==> src/hdl/decode_config.svh <==
/* decode stage widths and opcodes */
`ifndef DECODE_CONFIG_SVH
`define DECODE_CONFIG_SVH

// datapath widths
`define XLEN         64
`define REG_ADDR_W   5
`define INST_W       32

// history table indexed by pc[5:2]
`define BHT_INDEX_W  4

// major opcodes, inst[6:2]
`define OPC_LOAD       5'b00000
`define OPC_STORE      5'b01000
`define OPC_BRANCH     5'b11000
`define OPC_JAL        5'b11011
`define OPC_JALR       5'b11001
`define OPC_LUI        5'b01101
`define OPC_AUIPC      5'b00101
`define OPC_OP         5'b01100
`define OPC_OP_IMM     5'b00100
`define OPC_OP_32      5'b01110
`define OPC_OP_IMM_32  5'b00110

`endif

==> src/hdl/decode_pkg.sv <==
/* decode stage types */
`default_nettype none

`include "decode_config.svh"

package decode_pkg;

  typedef enum logic [3:0] {
    cls_none, cls_load, cls_store, cls_branch,
    cls_reg_reg, cls_reg_imm, cls_reg_reg_w, cls_reg_imm_w,
    cls_jal, cls_jalr, cls_lui, cls_auipc
  } inst_class_e;

  // immediate forms share the register opcode, class tells them apart
  typedef enum logic [5:0] {
    op_none, op_add, op_sub, op_sll, op_slt, op_sltu,
    op_xor, op_srl, op_sra, op_or, op_and,
    op_addw, op_subw, op_sllw, op_srlw, op_sraw,
    op_mul, op_mulh, op_mulhsu, op_mulhu,
    op_div, op_divu, op_rem, op_remu,
    op_mulw, op_divw, op_divuw, op_remw, op_remuw,
    op_beq, op_bne, op_blt, op_bge, op_bltu, op_bgeu,
    op_lui, op_auipc, op_jal, op_jalr, op_load, op_store
  } alu_op_e;

  typedef struct packed {
    logic                   rd_ena;
    logic [`REG_ADDR_W-1:0] rd_addr;
    logic [`XLEN-1:0]       pc;
    logic [`XLEN-1:0]       data;
  } fwd_src_t;

  typedef struct packed {
    logic                   valid;
    inst_class_e            cls;
    alu_op_e                op;
    logic [`XLEN-1:0]       op1;
    logic [`XLEN-1:0]       op2;
    logic                   rd_ena;
    logic [`REG_ADDR_W-1:0] rd_addr;
    logic [`XLEN-1:0]       pc;
    logic [`XLEN-1:0]       mem_addr;
    logic [2:0]             funct3;
  } id_ex_t;

  typedef struct packed {
    logic             ena;
    logic [`XLEN-1:0] pc;
  } redirect_t;

  typedef struct packed {
    logic                    ena;
    logic [`BHT_INDEX_W-1:0] index;
    logic                    taken;
  } bht_upd_t;

  // raw immediates, consumers sign-extend
  typedef struct packed {
    inst_class_e            cls;
    alu_op_e                op;
    logic [`REG_ADDR_W-1:0] rs1;
    logic [`REG_ADDR_W-1:0] rs2;
    logic [`REG_ADDR_W-1:0] rd;
    logic                   rd_ena;
    logic                   read1;
    logic                   read2;
    logic [11:0]            imm_i;
    logic [11:0]            imm_s;
    logic [12:0]            imm_b;
    logic [19:0]            imm_u;
    logic [2:0]             funct3;
  } decoded_t;

endpackage

`default_nettype wire

==> src/hdl/branch_resolve.sv <==
/* branch and jump resolution */
`timescale 1ns/1ps
`default_nettype none

`include "decode_config.svh"

module branch_resolve (
  input  decode_pkg::decoded_t  dec_i,
  input  logic [`XLEN-1:0]      pc_i,
  input  logic [`XLEN-1:0]      op1_i,
  input  logic [`XLEN-1:0]      op2_i,
  input  logic                  phb_i,
  output decode_pkg::redirect_t redirect_o,
  output decode_pkg::bht_upd_t  bht_upd_o
);

  logic             is_branch;
  logic             is_jalr;
  logic             taken;
  logic             mispredict;
  logic [`XLEN-1:0] branch_tgt;
  logic [`XLEN-1:0] jalr_sum;

  assign is_branch = dec_i.cls == decode_pkg::cls_branch;
  assign is_jalr   = dec_i.cls == decode_pkg::cls_jalr;

  always_comb begin
    taken = 1'b0;
    if (is_branch) begin
      case (dec_i.funct3)
        3'b000:  taken = op1_i == op2_i;
        3'b001:  taken = op1_i != op2_i;
        3'b100:  taken = $signed(op1_i) < $signed(op2_i);
        3'b101:  taken = $signed(op1_i) >= $signed(op2_i);
        3'b110:  taken = op1_i < op2_i;
        3'b111:  taken = op1_i >= op2_i;
        default: taken = 1'b0;
      endcase
    end
  end

  assign mispredict = is_branch && (taken != phb_i);

  // recover to the path that was not predicted
  assign branch_tgt = phb_i ? pc_i + `XLEN'd4
                            : pc_i + {{(`XLEN-13){dec_i.imm_b[12]}}, dec_i.imm_b};
  assign jalr_sum   = op1_i + {{(`XLEN-12){dec_i.imm_i[11]}}, dec_i.imm_i};

  always_comb begin
    redirect_o.ena = mispredict || is_jalr;
    if (mispredict) begin
      redirect_o.pc = branch_tgt;
    end else if (is_jalr) begin
      redirect_o.pc = {jalr_sum[`XLEN-1:1], 1'b0};
    end else begin
      redirect_o.pc = '0;
    end
  end

  assign bht_upd_o.ena   = is_branch;
  assign bht_upd_o.index = pc_i[`BHT_INDEX_W+1:2];
  assign bht_upd_o.taken = taken;

endmodule

`default_nettype wire

==> src/hdl/decode_stage.sv <==
/* decode stage top */
`timescale 1ns/1ps
`default_nettype none

`include "decode_config.svh"

module decode_stage (
  input  logic                   clk,
  input  logic                   rst_i,
  input  logic                   inst_valid_i,
  input  logic [`INST_W-1:0]     inst_i,
  input  logic [`XLEN-1:0]       pc_i,
  input  logic                   phb_i,
  output logic [`REG_ADDR_W-1:0] rf_raddr1_o,
  output logic [`REG_ADDR_W-1:0] rf_raddr2_o,
  input  logic [`XLEN-1:0]       rf_rdata1_i,
  input  logic [`XLEN-1:0]       rf_rdata2_i,
  input  decode_pkg::fwd_src_t   alu1_i,
  input  decode_pkg::fwd_src_t   alu2_i,
  input  decode_pkg::fwd_src_t   mem_i,
  output decode_pkg::id_ex_t     id_ex_o,
  output decode_pkg::redirect_t  redirect_o,
  output decode_pkg::bht_upd_t   bht_upd_o
);

  decode_pkg::decoded_t  dec;
  decode_pkg::id_ex_t    id_ex_d;
  decode_pkg::redirect_t redirect_d;
  decode_pkg::bht_upd_t  bht_upd_d;
  logic [`XLEN-1:0]      fwd_data1;
  logic [`XLEN-1:0]      fwd_data2;
  logic [`XLEN-1:0]      op1;
  logic [`XLEN-1:0]      op2;
  logic [`XLEN-1:0]      imm_i_sext;
  logic [`XLEN-1:0]      imm_s_sext;

  inst_decoder u_decoder (
    .inst_i (inst_i),
    .dec_o  (dec)
  );

  assign rf_raddr1_o = dec.read1 ? dec.rs1 : '0;
  assign rf_raddr2_o = dec.read2 ? dec.rs2 : '0;

  operand_forward u_fwd_op1 (
    .read_i    (dec.read1),
    .addr_i    (dec.rs1),
    .rf_data_i (rf_rdata1_i),
    .alu1_i    (alu1_i),
    .alu2_i    (alu2_i),
    .mem_i     (mem_i),
    .data_o    (fwd_data1),
    .fwd_o     ()
  );

  operand_forward u_fwd_op2 (
    .read_i    (dec.read2),
    .addr_i    (dec.rs2),
    .rf_data_i (rf_rdata2_i),
    .alu1_i    (alu1_i),
    .alu2_i    (alu2_i),
    .mem_i     (mem_i),
    .data_o    (fwd_data2),
    .fwd_o     ()
  );

  assign imm_i_sext = {{(`XLEN-12){dec.imm_i[11]}}, dec.imm_i};
  assign imm_s_sext = {{(`XLEN-12){dec.imm_s[11]}}, dec.imm_s};

  // operand sources when a register is not read
  always_comb begin
    if (dec.read1) begin
      op1 = fwd_data1;
    end else if (dec.cls inside {decode_pkg::cls_auipc, decode_pkg::cls_jal}) begin
      op1 = pc_i;
    end else begin
      op1 = '0;
    end

    if (dec.read2) begin
      op2 = fwd_data2;
    end else if (dec.cls inside {decode_pkg::cls_reg_imm, decode_pkg::cls_reg_imm_w,
                                 decode_pkg::cls_jalr}) begin
      op2 = imm_i_sext;
    end else if (dec.cls inside {decode_pkg::cls_lui, decode_pkg::cls_auipc}) begin
      op2 = {{(`XLEN-32){dec.imm_u[19]}}, dec.imm_u, 12'b0};
    end else if (dec.cls == decode_pkg::cls_jal) begin
      op2 = pc_i;
    end else begin
      op2 = '0;
    end
  end

  branch_resolve u_branch (
    .dec_i      (dec),
    .pc_i       (pc_i),
    .op1_i      (op1),
    .op2_i      (op2),
    .phb_i      (phb_i),
    .redirect_o (redirect_d),
    .bht_upd_o  (bht_upd_d)
  );

  always_comb begin
    id_ex_d.valid   = inst_valid_i;
    id_ex_d.cls     = dec.cls;
    id_ex_d.op      = dec.op;
    id_ex_d.op1     = op1;
    id_ex_d.op2     = op2;
    id_ex_d.rd_ena  = dec.rd_ena;
    id_ex_d.rd_addr = dec.rd;
    id_ex_d.pc      = pc_i;
    id_ex_d.funct3  = dec.funct3;
    case (dec.cls)
      decode_pkg::cls_load:  id_ex_d.mem_addr = op1 + imm_i_sext;
      decode_pkg::cls_store: id_ex_d.mem_addr = op1 + imm_s_sext;
      default:               id_ex_d.mem_addr = '0;
    endcase
  end

  // one-cycle output register, only the qualifiers see reset
  always_ff @(posedge clk) begin
    id_ex_o        <= id_ex_d;
    redirect_o     <= redirect_d;
    bht_upd_o      <= bht_upd_d;
    redirect_o.ena <= inst_valid_i && redirect_d.ena;
    bht_upd_o.ena  <= inst_valid_i && bht_upd_d.ena;
    if (rst_i) begin
      id_ex_o.valid  <= 1'b0;
      redirect_o.ena <= 1'b0;
      bht_upd_o.ena  <= 1'b0;
    end
  end

endmodule

`default_nettype wire

==> src/hdl/inst_decoder.sv <==
/* instruction decoder */
`timescale 1ns/1ps
`default_nettype none

`include "decode_config.svh"

module inst_decoder (
  input  logic [`INST_W-1:0]  inst_i,
  output decode_pkg::decoded_t dec_o
);

  logic [4:0] opcode;
  logic [2:0] funct3;
  logic [6:0] funct7;

  assign opcode = inst_i[6:2];
  assign funct3 = inst_i[14:12];
  assign funct7 = inst_i[31:25];

  always_comb begin
    dec_o        = '0;
    dec_o.rs1    = inst_i[19:15];
    dec_o.rs2    = inst_i[24:20];
    dec_o.rd     = inst_i[11:7];
    dec_o.funct3 = funct3;
    dec_o.imm_i  = inst_i[31:20];
    dec_o.imm_s  = {inst_i[31:25], inst_i[11:7]};
    dec_o.imm_b  = {inst_i[31], inst_i[7], inst_i[30:25], inst_i[11:8], 1'b0};
    dec_o.imm_u  = inst_i[31:12];
    dec_o.cls    = decode_pkg::cls_none;
    dec_o.op     = decode_pkg::op_none;

    case (opcode)
      `OPC_LOAD: begin
        dec_o.cls = decode_pkg::cls_load;
        dec_o.op  = decode_pkg::op_load;
      end
      `OPC_STORE: begin
        dec_o.cls = decode_pkg::cls_store;
        dec_o.op  = decode_pkg::op_store;
      end
      `OPC_BRANCH: begin
        dec_o.cls = decode_pkg::cls_branch;
        case (funct3)
          3'b000:  dec_o.op = decode_pkg::op_beq;
          3'b001:  dec_o.op = decode_pkg::op_bne;
          3'b100:  dec_o.op = decode_pkg::op_blt;
          3'b101:  dec_o.op = decode_pkg::op_bge;
          3'b110:  dec_o.op = decode_pkg::op_bltu;
          3'b111:  dec_o.op = decode_pkg::op_bgeu;
          default: dec_o.op = decode_pkg::op_none;
        endcase
      end
      `OPC_JAL: begin
        dec_o.cls = decode_pkg::cls_jal;
        dec_o.op  = decode_pkg::op_jal;
      end
      `OPC_JALR: begin
        dec_o.cls = decode_pkg::cls_jalr;
        dec_o.op  = decode_pkg::op_jalr;
      end
      `OPC_LUI: begin
        dec_o.cls = decode_pkg::cls_lui;
        dec_o.op  = decode_pkg::op_lui;
      end
      `OPC_AUIPC: begin
        dec_o.cls = decode_pkg::cls_auipc;
        dec_o.op  = decode_pkg::op_auipc;
      end
      `OPC_OP: begin
        dec_o.cls = decode_pkg::cls_reg_reg;
        // funct7[0] selects the M extension
        if (funct7[0]) begin
          case (funct3)
            3'b000: dec_o.op = decode_pkg::op_mul;
            3'b001: dec_o.op = decode_pkg::op_mulh;
            3'b010: dec_o.op = decode_pkg::op_mulhsu;
            3'b011: dec_o.op = decode_pkg::op_mulhu;
            3'b100: dec_o.op = decode_pkg::op_div;
            3'b101: dec_o.op = decode_pkg::op_divu;
            3'b110: dec_o.op = decode_pkg::op_rem;
            3'b111: dec_o.op = decode_pkg::op_remu;
          endcase
        end else begin
          case (funct3)
            3'b000: dec_o.op = funct7[5] ? decode_pkg::op_sub : decode_pkg::op_add;
            3'b001: dec_o.op = decode_pkg::op_sll;
            3'b010: dec_o.op = decode_pkg::op_slt;
            3'b011: dec_o.op = decode_pkg::op_sltu;
            3'b100: dec_o.op = decode_pkg::op_xor;
            3'b101: dec_o.op = funct7[5] ? decode_pkg::op_sra : decode_pkg::op_srl;
            3'b110: dec_o.op = decode_pkg::op_or;
            3'b111: dec_o.op = decode_pkg::op_and;
          endcase
        end
      end
      `OPC_OP_IMM: begin
        dec_o.cls = decode_pkg::cls_reg_imm;
        case (funct3)
          3'b000: dec_o.op = decode_pkg::op_add;
          3'b001: dec_o.op = decode_pkg::op_sll;
          3'b010: dec_o.op = decode_pkg::op_slt;
          3'b011: dec_o.op = decode_pkg::op_sltu;
          3'b100: dec_o.op = decode_pkg::op_xor;
          3'b101: dec_o.op = inst_i[30] ? decode_pkg::op_sra : decode_pkg::op_srl;
          3'b110: dec_o.op = decode_pkg::op_or;
          3'b111: dec_o.op = decode_pkg::op_and;
        endcase
      end
      `OPC_OP_32: begin
        dec_o.cls = decode_pkg::cls_reg_reg_w;
        case ({funct7[0], funct3})
          4'b0000: dec_o.op = funct7[5] ? decode_pkg::op_subw : decode_pkg::op_addw;
          4'b0001: dec_o.op = decode_pkg::op_sllw;
          4'b0101: dec_o.op = funct7[5] ? decode_pkg::op_sraw : decode_pkg::op_srlw;
          4'b1000: dec_o.op = decode_pkg::op_mulw;
          4'b1100: dec_o.op = decode_pkg::op_divw;
          4'b1101: dec_o.op = decode_pkg::op_divuw;
          4'b1110: dec_o.op = decode_pkg::op_remw;
          4'b1111: dec_o.op = decode_pkg::op_remuw;
          default: dec_o.op = decode_pkg::op_none;
        endcase
      end
      `OPC_OP_IMM_32: begin
        dec_o.cls = decode_pkg::cls_reg_imm_w;
        case (funct3)
          3'b000:  dec_o.op = decode_pkg::op_addw;
          3'b001:  dec_o.op = decode_pkg::op_sllw;
          3'b101:  dec_o.op = inst_i[30] ? decode_pkg::op_sraw : decode_pkg::op_srlw;
          default: dec_o.op = decode_pkg::op_none;
        endcase
      end
      default: begin
        dec_o.cls = decode_pkg::cls_none;
        dec_o.op  = decode_pkg::op_none;
      end
    endcase

    // register usage follows the class
    dec_o.read1 = dec_o.cls inside {decode_pkg::cls_load, decode_pkg::cls_store,
                                    decode_pkg::cls_branch, decode_pkg::cls_reg_reg,
                                    decode_pkg::cls_reg_imm, decode_pkg::cls_reg_reg_w,
                                    decode_pkg::cls_reg_imm_w, decode_pkg::cls_jalr};
    dec_o.read2 = dec_o.cls inside {decode_pkg::cls_store, decode_pkg::cls_branch,
                                    decode_pkg::cls_reg_reg, decode_pkg::cls_reg_reg_w};
    dec_o.rd_ena = (dec_o.rd != '0) &&
                   !(dec_o.cls inside {decode_pkg::cls_none, decode_pkg::cls_store,
                                       decode_pkg::cls_branch});
  end

endmodule

`default_nettype wire

==> src/hdl/operand_forward.sv <==
/* operand forwarding select */
`timescale 1ns/1ps
`default_nettype none

`include "decode_config.svh"

module operand_forward (
  input  logic                   read_i,
  input  logic [`REG_ADDR_W-1:0] addr_i,
  input  logic [`XLEN-1:0]       rf_data_i,
  input  decode_pkg::fwd_src_t   alu1_i,
  input  decode_pkg::fwd_src_t   alu2_i,
  input  decode_pkg::fwd_src_t   mem_i,
  output logic [`XLEN-1:0]       data_o,
  output logic                   fwd_o
);

  logic hit_alu1;
  logic hit_alu2;
  logic hit_mem;
  logic alu2_newer;

  assign hit_alu1 = alu1_i.rd_ena && (alu1_i.rd_addr == addr_i);
  assign hit_alu2 = alu2_i.rd_ena && (alu2_i.rd_addr == addr_i);
  assign hit_mem  = mem_i.rd_ena && (mem_i.rd_addr == addr_i);

  // younger instruction has the larger pc
  assign alu2_newer = alu2_i.pc > alu1_i.pc;

  always_comb begin
    data_o = '0;
    fwd_o  = 1'b0;
    if (read_i) begin
      fwd_o = 1'b1;
      if (hit_alu1 && hit_alu2) begin
        data_o = alu2_newer ? alu2_i.data : alu1_i.data;
      end else if (hit_alu1) begin
        data_o = alu1_i.data;
      end else if (hit_alu2) begin
        data_o = alu2_i.data;
      end else if (hit_mem) begin
        data_o = mem_i.data;
      end else begin
        // nothing in flight, regfile value
        data_o = rf_data_i;
        fwd_o  = 1'b0;
      end
    end
  end

endmodule

`default_nettype wire

==> config.mk <==
export PLATFORM = sky130hd
export DESIGN_NAME = decode_stage
export DESIGN_NICKNAME = d
export VERILOG_FILES = /design/src/hdl/decode_pkg.sv /design/src/hdl/branch_resolve.sv /design/src/hdl/decode_stage.sv /design/src/hdl/inst_decoder.sv /design/src/hdl/operand_forward.sv
export VERILOG_INCLUDE_DIRS = /design/src /design/src/hdl
export SDC_FILE = /design/constraint.sdc
export NUM_CORES = 2
export LEC_CHECK = 0
export BUFFER_PORTS_ARGS = -buffer_cell sky130_fd_sc_hd__buf_2
export CORE_AREA = 8 8 379 381
export CTS_CLUSTER_DIAMETER = 120
export DETAILED_ROUTE_END_ITERATION = 7
export DIE_AREA = 0 0 387 389
export GPL_TIMING_DRIVEN = 0
export PLACE_DENSITY = 0.53
export SKIP_CTS_REPAIR_TIMING = 1
export SKIP_LAST_GASP = 1
export SYNTH_ARGS = -nofsm -noshare
export SYNTH_HDL_FRONTEND = slang
export SYNTH_SLANG_ARGS = --single-unit
==> constraint.sdc <==
create_clock -name clk -period 7.2 [get_ports clk]
set_clock_uncertainty 0.2 [all_clocks]
set_input_delay 1.08 -clock clk [delete_from_list [all_inputs] [get_ports clk]]
set_output_delay 1.08 -clock clk [all_outputs]
set_load 0.05 [all_outputs]
==> qor.yml <==
status:
  status: "complete, but fails checks"
  violations: "negative setup slack"
min_path:
  hp-class: "in2reg"
synth:
  syn_avg_cell_area_um2: 7.41
  ys_seq_area_share_pct: 21.7
  synthTopCellsByCount: "nand2_1 (482), a21oi_1 (388), o21ai_0 (349), dfxtp_1 (343), nor2_1 (332)"
  synth_nets: 5161
  synth.distinct_cells: 108
  yosysMostFrequentCell: "nand2_1"
  syn_area_um2: 31600
  synth-seq-cells: 343
  synth_top_area_share_pct: 21.7
  synth_cells: 4269
  yosys.area.top_type: "dfxtp_1"
  synth_warnings: 0
  synth_ff_type: "dfxtp_1"
  synthTopCellsByArea: "dfxtp_1 (22%), ha_1 (10%), a21oi_1 (6.1%), nand2_1 (5.7%), o21ai_0 (5.5%)"
  synth_edf_count: 0
  synthArstFlopShare_pct: 0
power_and_ir_drop:
  clock_power_share_pct: 31.2
  p_int_mw: 4.37
  p_sw_share_pct: 44.5
  p_leak_nw: 18.5
  p_per_area_nw_per_um2: 192
  ir_drop_mv: 0.161
  switching_power_mw: 3.51
  p_comb_share_pct: 42.4
  seqPwrFrac_pct: 26.4
finish:
  finalNonFillerCells: 7136
  multi_input_area_um2: 23600
  drive_gt1_share_pct: 25.2
  syn_to_final_growth_pct: 30.0
  regArea_um2: 6870
  fillers: 15400
  fin_nets: 6145
grt:
  antenna_found_initial: 77
  grtUsageTotal_pct: 32.3
  grt_pass1_wl_mm: 341
  grt_pass1_vias: 39000
  overflow: 0
  grt_max_degree: 57
die:
  die_h_um: 389
  coreArea_um2: 138000
  rows: 137
  die_area_um2: 151000
  ios: 987
  start_util_pct: 22.9
  fp.dieW_um: 387
detailed_routing:
  drtPass1Iterations: 6
  wirelength_mm: 260
  route.detailed.drc: 0
  vias: 40900
  ant_nets: 0
  avgRoutedWirePerCell_um: 36.4
  viasPerCell: 5.73
  drtIter0Drc: 4625
sta:
  slew_viol_final: 0
  hold_violations: 0
  max_slew_margin_pct: 2.53
  rsz0062_at_grt: "yes"
  fin_setup_tns_ns: -0.0486
  fmax_mhz: 138
  tightestPinTransition_ns: 1.46
  whs_ns: 0.336
  setup_slack_ns: -0.0333
  period_needed_ns: 7.23
  period_share_pct: 100
  setup_viol: 2
critical_path:
  crit_type: "in2reg"
  crit_required_ns: 7.42
  cp-start-kind: "primary input"
  cp_data_arrival_time_ns: 7.45
  crit_fanout: 10
  worstSetupEndpointType: "register"
clocking:
  cts_buffers: 45
  clock_sinks: 343
  htreeDepth: 2
  clockBufferDepth: 3
  cts_tree: "yes"
  clk_pin_slew_ns: 0.06
  cts_root_buf: "clkbuf_16"
placement:
  portBuffers: 919
  dp_hpwl_mm: 220
  dp.cells: 6997
  gp_routability_congestion: 1.02
job:
  drv_cap: 0
[through the flow]
step / area [um^2] / utilization, % / power [mW] / setup WS, ns
finish: 41100 / 29.8 / 7.88 / -0.0333
global route: 41100 / 29.8 / 8.15 / -0.0482
CTS: 40100 / 29.1 / 7.77 / -2.02
detailed placement: 38500 / 27.9 / 5.30 / -2.67
global placement: 38500 / 27.9 / 5.30 / -3.57
floorplan: 31600 / - / 3.97 / 1.07
[critical path, stage by stage]
cell      delay, ns
buf_2          0.21
xor2_1         0.20
nor4_1         0.35
nand3_2        0.38
clkbuf_2       0.41
clkbuf_2       0.41
nand3_1        0.23
o21ai_0        0.11
a221oi_1       0.56
a21o_1         0.41
ha_1           0.34
nand2_1        0.09
nor2_1         0.08
a211oi_1       0.35
a21oi_2        0.19
nor3_4         0.35
nand2_2        0.14
mux2_4         0.35
o211ai_4       0.24
a21boi_4       0.26
buf_8          0.23
buf_8          0.22
o22ai_2        0.20
[metal layers]
metal  up-vias  share of wire [%]  track usage [%]
li1      17800                  -                -
met1     19900                 38             38.1
met2      2521                 45             53.2
met3       659                8.6             7.30
met4        20                7.8             20.2
met5         -              0.054                0
[area by class of cell]
cell class | count | area share, %
antenna | 40 | 0.243
buffer | 278 | 3.08
clock buffer | 53 | 2.86
clock inverter | 30 | 0.949
inverter | 179 | 1.63
multi-input combinational | 3467 | 57.4
sequential | 343 | 16.7
tap | 1807 | 5.50
timing repair buffer | 939 | 11.7
[placed cells by master (no fill, tap or decap), drive strengths merged, types with 108 or more instances in the layout]
cell      n
a21o    154
a21oi   391
buf     985
clkbuf  285
dfxtp   343
ha      259
inv     186
mux2i   125
nand2   483
nand3   139
nor2    333
o21ai   366
xnor2   108
[power by group through the flow]
stage / Combinational (mW) / Clock (mW) / Sequential, mW
floorplan: 1.41 / 0 / 2.56
global placement: 3.19 / 0 / 2.12
detailed placement: 3.19 / 0 / 2.12
CTS: 3.20 / 2.50 / 2.08
global route: 3.49 / 2.58 / 2.09
finish: 3.34 / 2.46 / 2.08
[registers in the layout, summed over array words and instances, names as in the netlist]
name	flops
bht_upd_o	5
id_ex_o	273
redirect_o	65
[cell families (layout without fill, tap and decap cells)]
family | count (synthesis) | after routing | share of synthesized area [%]
AO/OA/AOI/OAI | 1538 | 1538 | 32.4
other | 0 | 40 | 0
buffers and inverters | 459 | 1479 | 5.84
adder cells (fa/ha/maj) | 262 | 262 | 10.4
AND/OR/NAND/NOR | 1325 | 1325 | 19.5
flip-flops | 343 | 343 | 21.7
multiplexers | 141 | 141 | 4.54
XOR/XNOR | 201 | 201 | 5.61
[path summary, 6_finish.rpt]
path | to | from | cells past startpoint
setup / recovery | redirect_o[39] | inst_i[16] | 23
hold / removal | id_ex_o[1] | inst_i[13] | 1
No activity file was read; power rests on OpenSTA's default activity.
